[config.mk]
export PLATFORM = sky130hd
export DESIGN_NAME = controlDecoder
export DESIGN_NICKNAME = d
export VERILOG_FILES = /design/src/mipsPkg.sv /design/src/controlDecoder.sv
export SDC_FILE = /design/constraint.sdc
export NUM_CORES = 1
export LEC_CHECK = 0
export ABC_AREA = 1
export BUFFER_PORTS_ARGS = -buffer_cell sky130_fd_sc_hd__buf_2
export CAP_MARGIN = 5
export CORE_MARGIN = 1.5
export CORE_UTILIZATION = 35
export DETAILED_ROUTE_END_ITERATION = 16
export PLACE_DENSITY = 0.73
export SYNTH_ARGS = -nofsm -noshare
export SYNTH_HDL_FRONTEND = slang
export SYNTH_SLANG_ARGS = --single-unit
export TNS_END_PERCENT = 100
[constraint.sdc]
create_clock -name vclk -period 2.4
set_input_delay 0.48 -clock vclk [all_inputs]
set_output_delay 0.48 -clock vclk [all_outputs]
set_load 0.02 [all_outputs]
[src/mipsPkg.sv]
package mipsPkg;

	localparam int DataWidth = 32;
	localparam int RegAddrWidth = 5;
	localparam int ImemDepthLog2 = 8; // 256 instruction words
	localparam int DmemDepthLog2 = 8;

	typedef logic [DataWidth-1:0] word_t;
	typedef logic [RegAddrWidth-1:0] regAddr_t;

	typedef enum logic [5:0] {
		OpSpecial = 6'd0,
		OpJ = 6'd2,
		OpBeq = 6'd4,
		OpBne = 6'd5,
		OpAddi = 6'd8,
		OpAddiu = 6'd9,
		OpSlti = 6'd10,
		OpSltiu = 6'd11,
		OpAndi = 6'd12,
		OpOri = 6'd13,
		OpXori = 6'd14,
		OpLui = 6'd15,
		OpLw = 6'd35,
		OpSw = 6'd43
	} opcode_t;

	typedef enum logic [5:0] {
		FnSll = 6'd0,
		FnSrl = 6'd2,
		FnSra = 6'd3,
		FnAdd = 6'd32,
		FnAddu = 6'd33,
		FnSub = 6'd34,
		FnSubu = 6'd35,
		FnAnd = 6'd36,
		FnOr = 6'd37,
		FnXor = 6'd38,
		FnNor = 6'd39,
		FnSlt = 6'd42,
		FnSltu = 6'd43
	} funct_t;

	typedef enum logic [3:0] {
		AluAnd,
		AluOr,
		AluXor,
		AluNor,
		AluAdd,
		AluSub,
		AluSlt,
		AluSltu,
		AluSll,
		AluSrl,
		AluSra,
		AluLui
	} aluOp_t;

	typedef struct packed {
		aluOp_t aluOp;
		logic shiftSrc; // Shamt field as operand A
		logic immSrc; // Immediate as operand B
		logic signExt;
		logic regDst; // Write rd instead of rt
		logic regWrite;
		logic memRead;
		logic memWrite;
		logic branchEq;
		logic branchNe;
		logic jump;
	} ctrl_t;

	typedef struct packed {
		logic we;
		regAddr_t rd;
		word_t data;
	} retire_t;

endpackage
[src/controlDecoder.sv]
`timescale 1ns/1ns

module controlDecoder (
	input mipsPkg::word_t instruction,
	output mipsPkg::ctrl_t ctrl
);
	import mipsPkg::*;

	always_comb begin
		ctrl = '0; // No-op unless decoded below
		if (instruction != '0) begin
			case (opcode_t'(instruction[31:26]))
				OpSpecial: begin
					ctrl.regDst = 1'b1;
					ctrl.regWrite = 1'b1;
					case (funct_t'(instruction[5:0]))
						FnAdd, FnAddu: ctrl.aluOp = AluAdd;
						FnSub, FnSubu: ctrl.aluOp = AluSub;
						FnAnd: ctrl.aluOp = AluAnd;
						FnOr: ctrl.aluOp = AluOr;
						FnXor: ctrl.aluOp = AluXor;
						FnNor: ctrl.aluOp = AluNor;
						FnSlt: ctrl.aluOp = AluSlt;
						FnSltu: ctrl.aluOp = AluSltu;
						FnSll: begin
							ctrl.aluOp = AluSll;
							ctrl.shiftSrc = 1'b1;
						end
						FnSrl: begin
							ctrl.aluOp = AluSrl;
							ctrl.shiftSrc = 1'b1;
						end
						FnSra: begin
							ctrl.aluOp = AluSra;
							ctrl.shiftSrc = 1'b1;
						end
						default: ctrl = '0; // Unknown funct
					endcase
				end
				OpAddi, OpAddiu: begin
					ctrl.aluOp = AluAdd;
					ctrl.immSrc = 1'b1;
					ctrl.signExt = 1'b1;
					ctrl.regWrite = 1'b1;
				end
				OpSlti, OpSltiu: begin
					// Both compare against the sign-extended immediate
					ctrl.aluOp = (instruction[26]) ? AluSltu : AluSlt;
					ctrl.immSrc = 1'b1;
					ctrl.signExt = 1'b1;
					ctrl.regWrite = 1'b1;
				end
				OpAndi, OpOri, OpXori, OpLui: begin
					case (opcode_t'(instruction[31:26]))
						OpAndi: ctrl.aluOp = AluAnd;
						OpOri: ctrl.aluOp = AluOr;
						OpXori: ctrl.aluOp = AluXor;
						default: ctrl.aluOp = AluLui;
					endcase
					ctrl.immSrc = 1'b1; // Zero-extended
					ctrl.regWrite = 1'b1;
				end
				OpLw: begin
					ctrl.aluOp = AluAdd;
					ctrl.immSrc = 1'b1;
					ctrl.signExt = 1'b1;
					ctrl.memRead = 1'b1;
					ctrl.regWrite = 1'b1;
				end
				OpSw: begin
					ctrl.aluOp = AluAdd;
					ctrl.immSrc = 1'b1;
					ctrl.signExt = 1'b1;
					ctrl.memWrite = 1'b1;
				end
				OpBeq: begin
					ctrl.aluOp = AluSub;
					ctrl.branchEq = 1'b1;
				end
				OpBne: begin
					ctrl.aluOp = AluSub;
					ctrl.branchNe = 1'b1;
				end
				OpJ: ctrl.jump = 1'b1;
				default: ctrl = '0;
			endcase
		end
	end

endmodule

==> summary.md <==
For the number of global-route vias before repair, the log shows 752. The max-cap violation count came out at 0. In this run the most critical hold path is launched from instruction[26]. The die is 43.60 um tall. At the pin with the least slew margin, the transition time is 0.2341 ns.

The met3 demand-to-capacity share in global routing was 0.4167%; the final RePlAce weighted congestion was 0.8054. The static power due to leakage came out at 0.0006099 uW. Derived from the worst setup path, the maximum achievable clock frequency is 506.0 MHz. Of the available clock period, the critical path in the final layout requires 82.35%. The cell count after synthesis is 132, and the maximum fanout along the worst path is 8.

The initial antenna violation count is 0. STA classifies the critical path endpoint as a primary output. The run gives 194 as the final non-filler cell total.

Tracing the worst setup path back leads to its startpoint at instruction[31]. After synthesis, the cell types taking the most area are nand2_1, inv_1, nor2_1, nand3_1, nand4_1. Summed over all layers, the routed wires come to 1530 um. Cells with a size suffix above 1 make up 33.15% of the layout. After detailed placement, the design holds a cell count of 194. After clock tree synthesis, the flow added hold-fix buffers numbering 0.

In the final routed layout, each cell accounts on average for 7.887 um. The count of nets left with antenna violations after detail routing came out at 0. The total overflow reported by the global router was 0. The flow ran to the end, and the final reports show no timing, DRC or antenna violations.

The I/O pin count was 46; the remaining max-slew budget at the tightest pin was 84.34%. The logs give 18.05% for the routing usage on met1 and 20 for the DRC violation total after the first TritonRoute iteration. The class of the most critical setup path was primary input to primary output. The first detailed-routing pass took 5 iterations. On the critical path the largest part of the delay comes from simple AND/OR/NAND/NOR gates. The initialized floorplan defines 14 standard-cell rows.

The pin count of the biggest net entering global routing was 9; the overall power consumption was 98.16 uW. IR analysis of the VDD net gives a maximum drop of 0.06238 mV. Across all hold checks on the routed design, the worst slack comes to 1.274 ns.

Together, buffers and inverters on the worst path number 4. The HPWL after detailed placement is 1430 um. Summed over all failing endpoints, the final setup total negative slack is 0 ns.

Among all stages on the critical path, the largest delay is contributed by nor3_4. Portion of synthesized cell area occupied by the leading cell type: 25.38%. Walking the worst path, the cells encountered are buf_2, inv_1, nand2_4, nor3_4, inv_2, nor2_2, nor2_1, nor2_2, buf_2. In this run the standard cell core region covers 1524 um^2.

The clock period minus worst slack works out to 1.976 ns. In the layout the commonest cells are buf_2, nand2_1, inv_1. The area occupied by registers is 0 um^2. The first global-routing pass estimated 2601 um of wire. The path class of the tightest hold or removal check is primary input to primary output.

Global-route track usage on met2: 35.29%. Setup repair after global routing left no endpoint under its margin. Post-synth design cell area: 576.8 um^2. The final number of setup-violating endpoints is 0. The total vias in the final route was 869; the sequential-to-total area share from yosys stat was 0%.

Relative to the synthesized area, the layout overhead comes to 43.38%. The run gives 0 as the final number of hold-violating endpoints. STA classifies the critical path startpoint as a primary input.

The die is 43.60 um wide. Each instance of the synthesized netlist takes up on average 4.370 um^2. The number of gates resized after CTS was 0. Most common cell after layout, fill and taps aside: buf_2.

For this run, design rule violations remaining after detail routing come to 0. The synthesized design spends more area on one cell type than any other, namely nand2_1. The diode insertion count for antenna repair was 0; the power density normalized to cell area was 118.7 nW/um^2. Input and output buffers added on the ports amount to 46. The clock buffers instantiated in the layout total 0. The logs give 164 for the net count of the mapped netlist and 1901 um^2 for the total die area. There are 0 flip-flops and latches. At the worst endpoint, the required time is 1.92 ns. For this run, the slowest stage of the critical path takes 0.27 ns.

The count of synthesis-stage warnings from yosys was 0. The run gives 37.85% as the effective utilization at floorplan. Data arrives at the worst endpoint at 1.50 ns. The number of different library cells used by synthesis comes to 19. The peak-usage layer in the global routing report is met2. The number of vias per cell came out at 4.479. The net count of the finished layout is 212. For this run, the total global-route usage over all layers was measured as 16.62%. The max-slew violation count is 0, and the buffers inserted during post-CTS setup optimization is 0.
==> cell usage after synthesis, drive strengths merged <==
cell / instances
and2: 1
nor3: 3
a211oi: 1
a21oi: 2
o21ai: 4
nand2: 42
nand4: 4
inv: 37
a21o: 1
nor2: 29
nand3: 6
nor4: 2
==> path summary, 6_finish.rpt <==
| check | endpoint | slack, ns | depth (start not counted) |
|---|---|---|---|
| setup / recovery | ctrl[13] | 0.42 | 9 |
| hold / removal | ctrl[0] | 1.27 | 3 |
==> cells by family (layout without fill, tap and decap cells) <==
logic type      count (synthesis)  after routing  share of synthesized area (%)
buf+inv                        37             83                          24.08
compound gates                  8              8                          8.460
simple gates                   87             87                          67.46
==> report_power, final <==
group	internal (uW)	switching, uW	leakage [uW]
Combinational	39.1	59.1	0.000610
Sequential	0	0	0
Clock	0	0	0
Total	39.1	59.1	0.000610
==> per-layer routing <==
layer | wire, um | share of wire (%)
met3 | 42 | 2.7
met5 | 0 | 0
met1 | 615 | 40
met2 | 873 | 57
met4 | 0 | 0
==> metrics by stage <==
step / cell area (um^2) / worst slack [ns] / util, %
floorplan: 576.8 / 0.5662 / -
global placement: 827.0 / 0.4424 / 54.27
detailed placement: 827.0 / 0.4107 / 54.27
CTS: 827.0 / 0.4086 / 54.27
global route: 827.0 / 0.3148 / 54.27
finish: 827.0 / 0.4237 / 54.27
==> cell type report <==
type / instances / area, um^2
repair buffers: 46 / 230.2
inverters: 37 / 138.9
fillers: 175 / 696.9
well taps: 16 / 20.02
multi-input cells: 95 / 437.9
(Power assumes the default switching activity.)
