### src/mipsPkg.sv
package mipsPkg;

	localparam int DataWidth = 32;
	localparam int RegAddrWidth = 5;
	localparam int ImemDepthLog2 = 8; // 256 instruction words
	localparam int DmemDepthLog2 = 8;

	typedef logic [DataWidth-1:0] word_t;
	typedef logic [RegAddrWidth-1:0] regAddr_t;

	typedef enum logic [5:0] {
		OpSpecial = 6'd0,
		OpJ = 6'd2,
		OpBeq = 6'd4,
		OpBne = 6'd5,
		OpAddi = 6'd8,
		OpAddiu = 6'd9,
		OpSlti = 6'd10,
		OpSltiu = 6'd11,
		OpAndi = 6'd12,
		OpOri = 6'd13,
		OpXori = 6'd14,
		OpLui = 6'd15,
		OpLw = 6'd35,
		OpSw = 6'd43
	} opcode_t;

	typedef enum logic [5:0] {
		FnSll = 6'd0,
		FnSrl = 6'd2,
		FnSra = 6'd3,
		FnAdd = 6'd32,
		FnAddu = 6'd33,
		FnSub = 6'd34,
		FnSubu = 6'd35,
		FnAnd = 6'd36,
		FnOr = 6'd37,
		FnXor = 6'd38,
		FnNor = 6'd39,
		FnSlt = 6'd42,
		FnSltu = 6'd43
	} funct_t;

	typedef enum logic [3:0] {
		AluAnd,
		AluOr,
		AluXor,
		AluNor,
		AluAdd,
		AluSub,
		AluSlt,
		AluSltu,
		AluSll,
		AluSrl,
		AluSra,
		AluLui
	} aluOp_t;

	typedef struct packed {
		aluOp_t aluOp;
		logic shiftSrc; // Shamt field as operand A
		logic immSrc; // Immediate as operand B
		logic signExt;
		logic regDst; // Write rd instead of rt
		logic regWrite;
		logic memRead;
		logic memWrite;
		logic branchEq;
		logic branchNe;
		logic jump;
	} ctrl_t;

	typedef struct packed {
		logic we;
		regAddr_t rd;
		word_t data;
	} retire_t;

endpackage
### src/registerFile.sv
`timescale 1ns/1ns

module registerFile (
	input logic Clk,
	input mipsPkg::regAddr_t readAddrA,
	input mipsPkg::regAddr_t readAddrB,
	input mipsPkg::retire_t write,
	output mipsPkg::word_t readDataA,
	output mipsPkg::word_t readDataB
);
	import mipsPkg::*;

	word_t regs [1:2**RegAddrWidth-1]; // No storage for $zero

	always_ff @(posedge Clk) begin
		if (write.we && write.rd != '0) begin
			regs[write.rd] <= write.data;
		end
	end

	assign readDataA = (readAddrA == '0) ? '0 : regs[readAddrA];
	assign readDataB = (readAddrB == '0) ? '0 : regs[readAddrB];

endmodule

### config.mk
export PLATFORM = sky130hd
export DESIGN_NAME = registerFile
export DESIGN_NICKNAME = d
export VERILOG_FILES = /design/src/mipsPkg.sv /design/src/registerFile.sv
export SDC_FILE = /design/constraint.sdc
export NUM_CORES = 1
export LEC_CHECK = 0
export BUFFER_PORTS_ARGS = -buffer_cell sky130_fd_sc_hd__buf_2
export CORE_ASPECT_RATIO = 1.5
export CORE_MARGIN = 8
export CORE_UTILIZATION = 60
export DETAILED_ROUTE_END_ITERATION = 10
export GPL_TIMING_DRIVEN = 0
export PLACE_DENSITY_LB_ADDON = 0.25
export SKIP_CTS_REPAIR_TIMING = 1
export SLEW_MARGIN = 25
export SYNTH_ARGS = -nofsm -noshare
export SYNTH_HDL_FRONTEND = slang
export SYNTH_SLANG_ARGS = --single-unit
### constraint.sdc
create_clock -name Clk -period 4.6 [get_ports Clk]
set_clock_uncertainty 0.2 [all_clocks]
set_input_delay 0.23 -clock Clk [delete_from_list [all_inputs] [get_ports Clk]]
set_output_delay 0.23 -clock Clk [all_outputs]
set_load 0.02 [all_outputs]
==> results of run 1 <==
==> cells by family (layout without fill, tap and decap cells) <==
logic type	after synthesis	in the layout
DFF	992	992
AOI/OAI and AO/OA	333	333
other	0	2
buffers and inverters	204	551
muxes	695	695
and+or+nand+nor	369	369
==> placed cells by master (no fill, tap or decap), drive strengths merged, types with 51 or more instances in the layout <==
cell type / synthesis / final
a21oi: 66 / 66
a22oi: 94 / 94
buf: 115 / 270
clkbuf: 88 / 199
edfxtp: 992 / 992
mux2i: 311 / 311
mux4: 350 / 350
nand2: 86 / 86
nand3: 51 / 51
nor2: 114 / 114
==> power by group <==
part	internal [mW]	total, mW	switching (mW)
registers	10.1	10.1	0.0521
clock network	4.26	7.62	3.36
logic	0.740	2.08	1.34
==> layer usage <==
layer / track usage [%] / vias to the layer above / part of all wire [%] / wire (µm)
met4: 23.09 / 6 / 7.6 / 11770
met5: 0 / - / 0.030 / 47
met1: 42.52 / 15120 / 32 / 49990
met2: 56.91 / 2698 / 48 / 74840
met3: 8.239 / 588 / 12 / 19050
li1: - / 11400 / - / -
==> final cells by class <==
cell class | count | area share, %
inverter | 1 | 0.007094
clock inverter | 49 | 0.9128
sequential | 992 | 56.30
buffer | 203 | 2.107
tap | 1016 | 2.403
clock buffer | 111 | 4.607
timing repair buffer | 187 | 3.746
multi-input combinational | 1397 | 29.91
antenna | 2 | 0.009459
==> worst paths after layout <==
check,to,slack (ns),depth (start not counted)
worst max-delay path,readDataB[22],0.60,9
worst min-delay path,regs[11][30]$_DFFE_PP_,0.10,3
==> tightest hold or removal path: cells and delay by family <==
kind / cells / cell delay (ns)
simple gates: 2 / 0.41
buf+inv: 1 / 0.15
==> metrics by stage <==
stage | instances | util, % | setup WS (ns) | setup TNS (ns)
after floorplan | 2593 | - | 1.750 | 0
after global routing | 3956 | 68.61 | 0.6235 | 0
after detailed placement | 3764 | 64.41 | 0.8325 | 0
after CTS | 3924 | 68.20 | 0.8136 | 0
after global placement | 3716 | 62.64 | -0.4922 | -63.12
final | 3958 | 68.62 | 0.6013 | 0
==> qor.log, run 1 <==
INFO  sta            period_needed=3.999ns
INFO  final_layout   area.sequential=0.02979mm²
INFO  floorplan      initial_core_util=60.29%
INFO  logic_synthesis async_flop_share=0%
INFO  run_status     run_status=finished, final reports clean
INFO  logic_synthesis post_synth_fa_ha_maj_area_fraction=0%
INFO  worst_setup_path worst_path_most_repeated_cell=sky130_fd_sc_hd__buf_2
INFO  floorplan      core=0.07711mm²
INFO  logic_synthesis syn-num-nets=2642
INFO  hold_path      min_path_type=in2reg
INFO  sta            worst_slew_margin_relative_to_its_limit=21.15%
INFO  worst_setup_path critPathBufInv=5
INFO  sta            tightestPinTransition=1.183ns
INFO  final_layout   number_of_flip_flops_in_the_largest_register=992
INFO  final_layout   share_of_layout_cells_above_drive_strength_1=27.21%
INFO  sta            timing.fmax=0.2501GHz
INFO  global_route   grt_pass1_vias=29610
INFO  placement      detailedPlacementHpwl=110600µm
INFO  final_layout   largestRegisters=regs x992
INFO  cts            cts.reportedPaths.clkPinSlew=0.07ns
INFO  worst_setup_path cp_data_required_time=4.17ns
INFO  final_layout   fin_nets=2920
INFO  sta            final-setup-viol-count=0
INFO  cts            cts_buffers=89
INFO  routing        detail_route.drc_violations=0
INFO  routing        drtPass1Iterations=7
INFO  logic_synthesis synth_seq_area_share=64.08%
INFO  placement      placedInstanceArea=0.04966mm²
INFO  logic_synthesis synthMostInstantiatedCell=sky130_fd_sc_hd__edfxtp_1
INFO  worst_setup_path path_delay_family=buffers and inverters
INFO  global_route   grt_remaining_overflow=0
INFO  hold_path      hold_start=write[36]
INFO  floorplan      die_area=0.08683mm²
INFO  logic_synthesis ys_top_cells_by_area=sky130_fd_sc_hd__edfxtp_1 64%, sky130_fd_sc_hd__mux4_2 16%, sky130_fd_sc_hd__mux2i_1 6.7%
INFO  sta            fin_worst_hold_slack=0.1031ns
INFO  logic_synthesis synth_xor_xnor_area_share=0%
INFO  logic_synthesis ys.warnings.count=0
INFO  worst_setup_path worstSetupPathType=in2out
INFO  worst_setup_path worstSetupEndpointType=primary output
INFO  sta            grt_setup_unrepaired=no
INFO  cts            tritoncts_num_sinks=992
INFO  worst_setup_path cp-start-kind=primary input
INFO  global_route   grt_first_pass_wirelength=216500µm
INFO  logic_synthesis synthSimpleGateAreaFrac=3.781%
INFO  final_layout   largest_register=regs
INFO  worst_setup_path cp_cell_sequence=buf_2 -> buf_2 -> nor2_1 -> clkbuf_1 -> buf_2 -> a22oi_1 -> nand3_1 -> nand4_1 -> buf_2
INFO  pwr            pwr_density_cell=374.4mW/mm²
INFO  global_route   track_usage=35.25%
INFO  pwr            leakagePower=17.70nW
INFO  worst_setup_path arrival=3.57ns
INFO  logic_synthesis synth_top_family_by_area=multiplexers
INFO  logic_synthesis synth-edff-count=992
INFO  global_route   antenna_found_initial=9
INFO  cts            cts-htree-levels=3
INFO  worst_setup_path path_max_fanout=10
INFO  final_layout   syn2layout_area_growth=13.81%
INFO  logic_synthesis synth.cell_area=0.04649mm²
INFO  placement      place.gp.congestion=0.9678
INFO  sta            layout_worst_path_cycle_share=86.93%
INFO  routing        antenna_violating_nets_remaining=0
INFO  logic_synthesis post_synth_most_frequent_cells=992 x sky130_fd_sc_hd__edfxtp_1, 340 x sky130_fd_sc_hd__mux4_2, 311 x sky130_fd_sc_hd__mux2i_1, 114 x sky130_fd_sc_hd__nor2_1, 94 x sky130_fd_sc_hd__a22oi_1
INFO  logic_synthesis synth_seq_cells=992
INFO  routing        drtIter0Drc=5249
INFO  global_route   largest_net_degree_at_the_start_of_global_routing=32
INFO  floorplan      rows=125
INFO  final_layout   final_area=0.05291mm²
INFO  logic_synthesis synth_largest_type_area_fraction=64.08%
INFO  routing        vias_per_cell=7.531
INFO  floorplan      chipWidth=243.3µm
INFO  cts            cts-root-buf=sky130_fd_sc_hd__clkbuf_16
INFO  placement      numPortBuffers=107
INFO  sta            timing.final.hold_violations=0
INFO  floorplan      num_io_pins=113
INFO  logic_synthesis synth-compound-area-share=5.200%
INFO  floorplan      die_h=356.9µm
INFO  logic_synthesis number_of_distinct_library_cells_after_synthesis=38
INFO  routing        detailroute.via_count=29810
INFO  routing        wl_per_cell=39.34µm
INFO  worst_setup_path cpMaxStageDelayCell=sky130_fd_sc_hd__nor2_1
INFO  final_layout   fillcell_total=4883
INFO  cts            max-clock-path-buffers=3
INFO  cts            tritoncts_clock_tree=built
INFO  pwr            ir_worst_vdd=0.2519mV
INFO  worst_setup_path worst_setup_path_startpoint=readAddrB[2]
INFO  logic_synthesis synth_mux_area_share=24.56%
INFO  final_layout   multi_input_area=0.01582mm²
INFO  logic_synthesis mean_cell_area_of_the_mapped_netlist=17.93µm²
INFO  pwr            overall_power_consumption=19.81mW
INFO  sta            timing.final.max_slew_violations=0
INFO  logic_synthesis synth_flop_cell=sky130_fd_sc_hd__edfxtp_1
INFO  logic_synthesis yosysTopAreaCell=sky130_fd_sc_hd__edfxtp_1
INFO  routing        drt-total-wl=155700µm
INFO  job            drv_cap=0
INFO  worst_setup_path critPathMaxStageDelay=0.78ns
INFO  logic_synthesis synthesis.instances=2593
No activity file was read; power rests on OpenSTA's default activity.
==> run 2, diff against run 1 <==
Settings changed: PLACE_DENSITY from default to 0.77, PLACE_DENSITY_LB_ADDON 0.25 to default.
==> qor.log, run 2 (synthesis results as in run 1) <==
INFO  final_layout   fin_cells=3954 [-0.10%]
INFO  final_layout   utilization=68.32% [-0.30 points]
INFO  sta            fin_worst_hold_slack=0.07843ns [-0.02465 ns]
INFO  pwr            pwr_density_cell=370.1mW/mm² [-1.1%]
INFO  cts            tritoncts_clock_tree=built
INFO  hold_path      number_of_stages_on_the_worst_hold_path=3 [unchanged]
INFO  sta            worst_slew_margin_relative_to_its_limit=23.41% [+2.3 points]
INFO  final_layout   largestRegisters=regs x992
INFO  floorplan      rows=125 [unchanged]
INFO  pwr            netSwitchingFraction=24.28% [+0.31 points]
INFO  worst_setup_path path_max_fanout=10 [unchanged]
INFO  worst_setup_path arrival=3.47ns [-0.10 ns]
INFO  global_route   track_usage=34.32% [-0.93 points]
INFO  routing        drtIter0Drc=4737 [-9.8%]
INFO  final_layout   syn2layout_area_growth=13.31%
INFO  hold_path      worstHoldEndpoint=regs[8][30]$_DFFE_PP_
INFO  final_layout   largest_register=regs
INFO  final_layout   fin_nets=2915 [-0.17%]
INFO  global_route   largest_net_degree_at_the_start_of_global_routing=32 [unchanged]
INFO  routing        topRoutingLayerUsed=met5
INFO  floorplan      core=0.07711mm² [unchanged]
INFO  worst_setup_path cp_data_required_time=4.17ns [about the same]
INFO  routing        vias_per_cell=7.426 [-1.4%]
INFO  sta            period_needed=3.901ns [-0.09800 ns]
INFO  hold_path      hold_start=write[34]
INFO  routing        antenna_violating_nets_remaining=0 [unchanged]
INFO  routing        wl_met1=48920µm [-2.1%]
INFO  pwr            leakagePower=17.57nW [-0.70%]
INFO  sta            timing.fmax=0.2564GHz [+2.5%]
INFO  job            drv_cap=0 [unchanged]
INFO  hold_path      min_path_type=in2reg
INFO  cts            tritoncts_num_sinks=992 [unchanged]
INFO  global_route   grt_first_pass_wirelength=211700µm [-2.2%]
INFO  sta            final_critical_path_setup_slack=0.6993ns [+0.09800 ns]
INFO  placement      detailedPlacementHpwl=106900µm [-3.3%]
INFO  pwr            ir_worst_vdd=0.2475mV [-1.7%]
INFO  routing        drtPass1Iterations=6 [-1]
INFO  cts            cts_buffers=88 [-1.1%]
INFO  pwr            combinationalPowerShare=10.5% [about the same]
INFO  floorplan      die_area=0.08683mm² [unchanged]
INFO  final_layout   fillcell_total=4954 [+1.5%]
INFO  placement      placedInstanceArea=0.04955mm² [-0.22%]
INFO  final_layout   share_of_layout_cells_above_drive_strength_1=26.87% [-0.34 points]
INFO  floorplan      num_io_pins=113 [unchanged]
INFO  cts            max-clock-path-buffers=3 [unchanged]
INFO  pwr            sequential_power_share=51.8% [+0.8 points]
INFO  placement      numPortBuffers=107 [unchanged]
INFO  final_layout   number_of_flip_flops_in_the_largest_register=992 [unchanged]
INFO  final_layout   final_area=0.05268mm² [-0.44%]
INFO  pwr            overall_power_consumption=19.50mW [-1.6%]
INFO  final_layout   most-common-layout-cells=992 x sky130_fd_sc_hd__edfxtp_1, 340 x sky130_fd_sc_hd__mux4_2, 311 x sky130_fd_sc_hd__mux2i_1, 170 x sky130_fd_sc_hd__buf_2, 95 x sky130_fd_sc_hd__clkbuf_1
INFO  placement      place.gp.congestion=0.9519 [-1.6%]
INFO  sta            setup_tns=0ns [unchanged]
INFO  routing        routed-wl-met2=71700µm [-4.2%]
INFO  pwr            p_int=14.76mW [-2.0%]
INFO  cts            cts-root-buf=sky130_fd_sc_hd__clkbuf_16
INFO  routing        drt-total-wl=151000µm [-3.0%]
INFO  routing        detailroute.via_count=29360 [-1.5%]
INFO  floorplan      chipWidth=243.3µm [unchanged]
INFO  cts            cts-htree-levels=3 [unchanged]
INFO  floorplan      die_h=356.9µm [unchanged]
INFO  placement      placed_cells_incl_taps=3759 [-0.13%]
INFO  routing        detail_route.drc_violations=0 [unchanged]
INFO  pwr            p_clk_share=37.6% [-0.9 points]
INFO  worst_setup_path worstSetupPathType=in2out
INFO  worst_setup_path worstSetupEndpointType=primary output
INFO  worst_setup_path cp-start-kind=primary input
INFO  sta            tightestPinTransition=1.149ns [-0.03389 ns]
INFO  cts            cts.reportedPaths.clkPinSlew=0.07ns [about the same]
INFO  routing        wl_per_cell=38.20µm [-2.9%]
INFO  floorplan      initial_core_util=60.29% [unchanged]
INFO  sta            timing.final.max_slew_violations=0 [unchanged]
INFO  global_route   grt_pass1_vias=29440 [-0.58%]
INFO  sta            layout_worst_path_cycle_share=84.80% [-2.1 points]
INFO  run_status     run_status=finished, final reports clean
INFO  placement      dp_worst_setup_slack=0.8703ns [+0.03783 ns]
INFO  global_route   grt_remaining_overflow=0 [unchanged]
INFO  sta            grt_setup_unrepaired=no
INFO  routing        routed-wl-met3=19050µm [about the same]
INFO  sta            timing.final.hold_violations=0 [unchanged]
INFO  global_route   antenna_found_initial=4 [-5]
INFO  final_layout   final_common_cell=sky130_fd_sc_hd__edfxtp_1
INFO  sta            final-setup-viol-count=0 [unchanged]
INFO  pwr            switching_power=4.734mW [-0.30%]
-- run 2: worst max path at each step --
stage | end | startpoint | slack (ns) | cells after the start
floorplan | regs[12][0]$_DFFE_PP_ | write[33] | 1.75 | 3
global placement | regs[8][13]$_DFFE_PP_ | write[33] | -0.19 | 4
detailed placement | readDataB[22] | readAddrB[2] | 0.87 | 9
CTS | readDataB[22] | readAddrB[2] | 0.85 | 9
global route | readDataB[26] | readAddrB[2] | 0.73 | 9
finish | readDataB[29] | readAddrB[2] | 0.70 | 9
-- run 2: worst max-delay path, cell delays in order --
cell and delay, ns:
sky130_fd_sc_hd__buf_2 0.14, sky130_fd_sc_hd__buf_2 0.26, sky130_fd_sc_hd__nor2_1 0.70, sky130_fd_sc_hd__clkbuf_1 0.75, sky130_fd_sc_hd__buf_2 0.46, sky130_fd_sc_hd__a22oi_1 0.12, sky130_fd_sc_hd__nand3_1 0.23, sky130_fd_sc_hd__nand4_1 0.29
sky130_fd_sc_hd__buf_2 0.27
-- run 2: layer usage --
metal	vias up	GRT usage, %
met4	4	22.07
met5	-	0
li1	11400	-
met2	2553	54.76
met3	546	9.464
met1	14860	41.19
-- run 2: area by class of cell --
type | instances | area (µm²) | area share, %
sequential | 992 | 29790 | 56.55
timing repair buffer | 183 | 1886 | 3.579
antenna | 2 | 5.005 | 0.009501
clock inverter | 54 | 411.6 | 0.7815
multi-input combinational | 1397 | 15820 | 30.04
inverter | 1 | 3.754 | 0.007126
tap | 1016 | 1271 | 2.413
clock buffer | 106 | 2376 | 4.511
buffer | 203 | 1111 | 2.109
-- run 2: power groups by stage --
stage               logic, mW  clock network, mW  registers (mW)
detailed placement       1.97                  0            10.3
finish                   2.06               7.34            10.1
global placement         1.90                  0            10.3
CTS                      1.98               7.30            10.1
floorplan                1.14                  0            10.3
global route             2.10               7.63            10.1
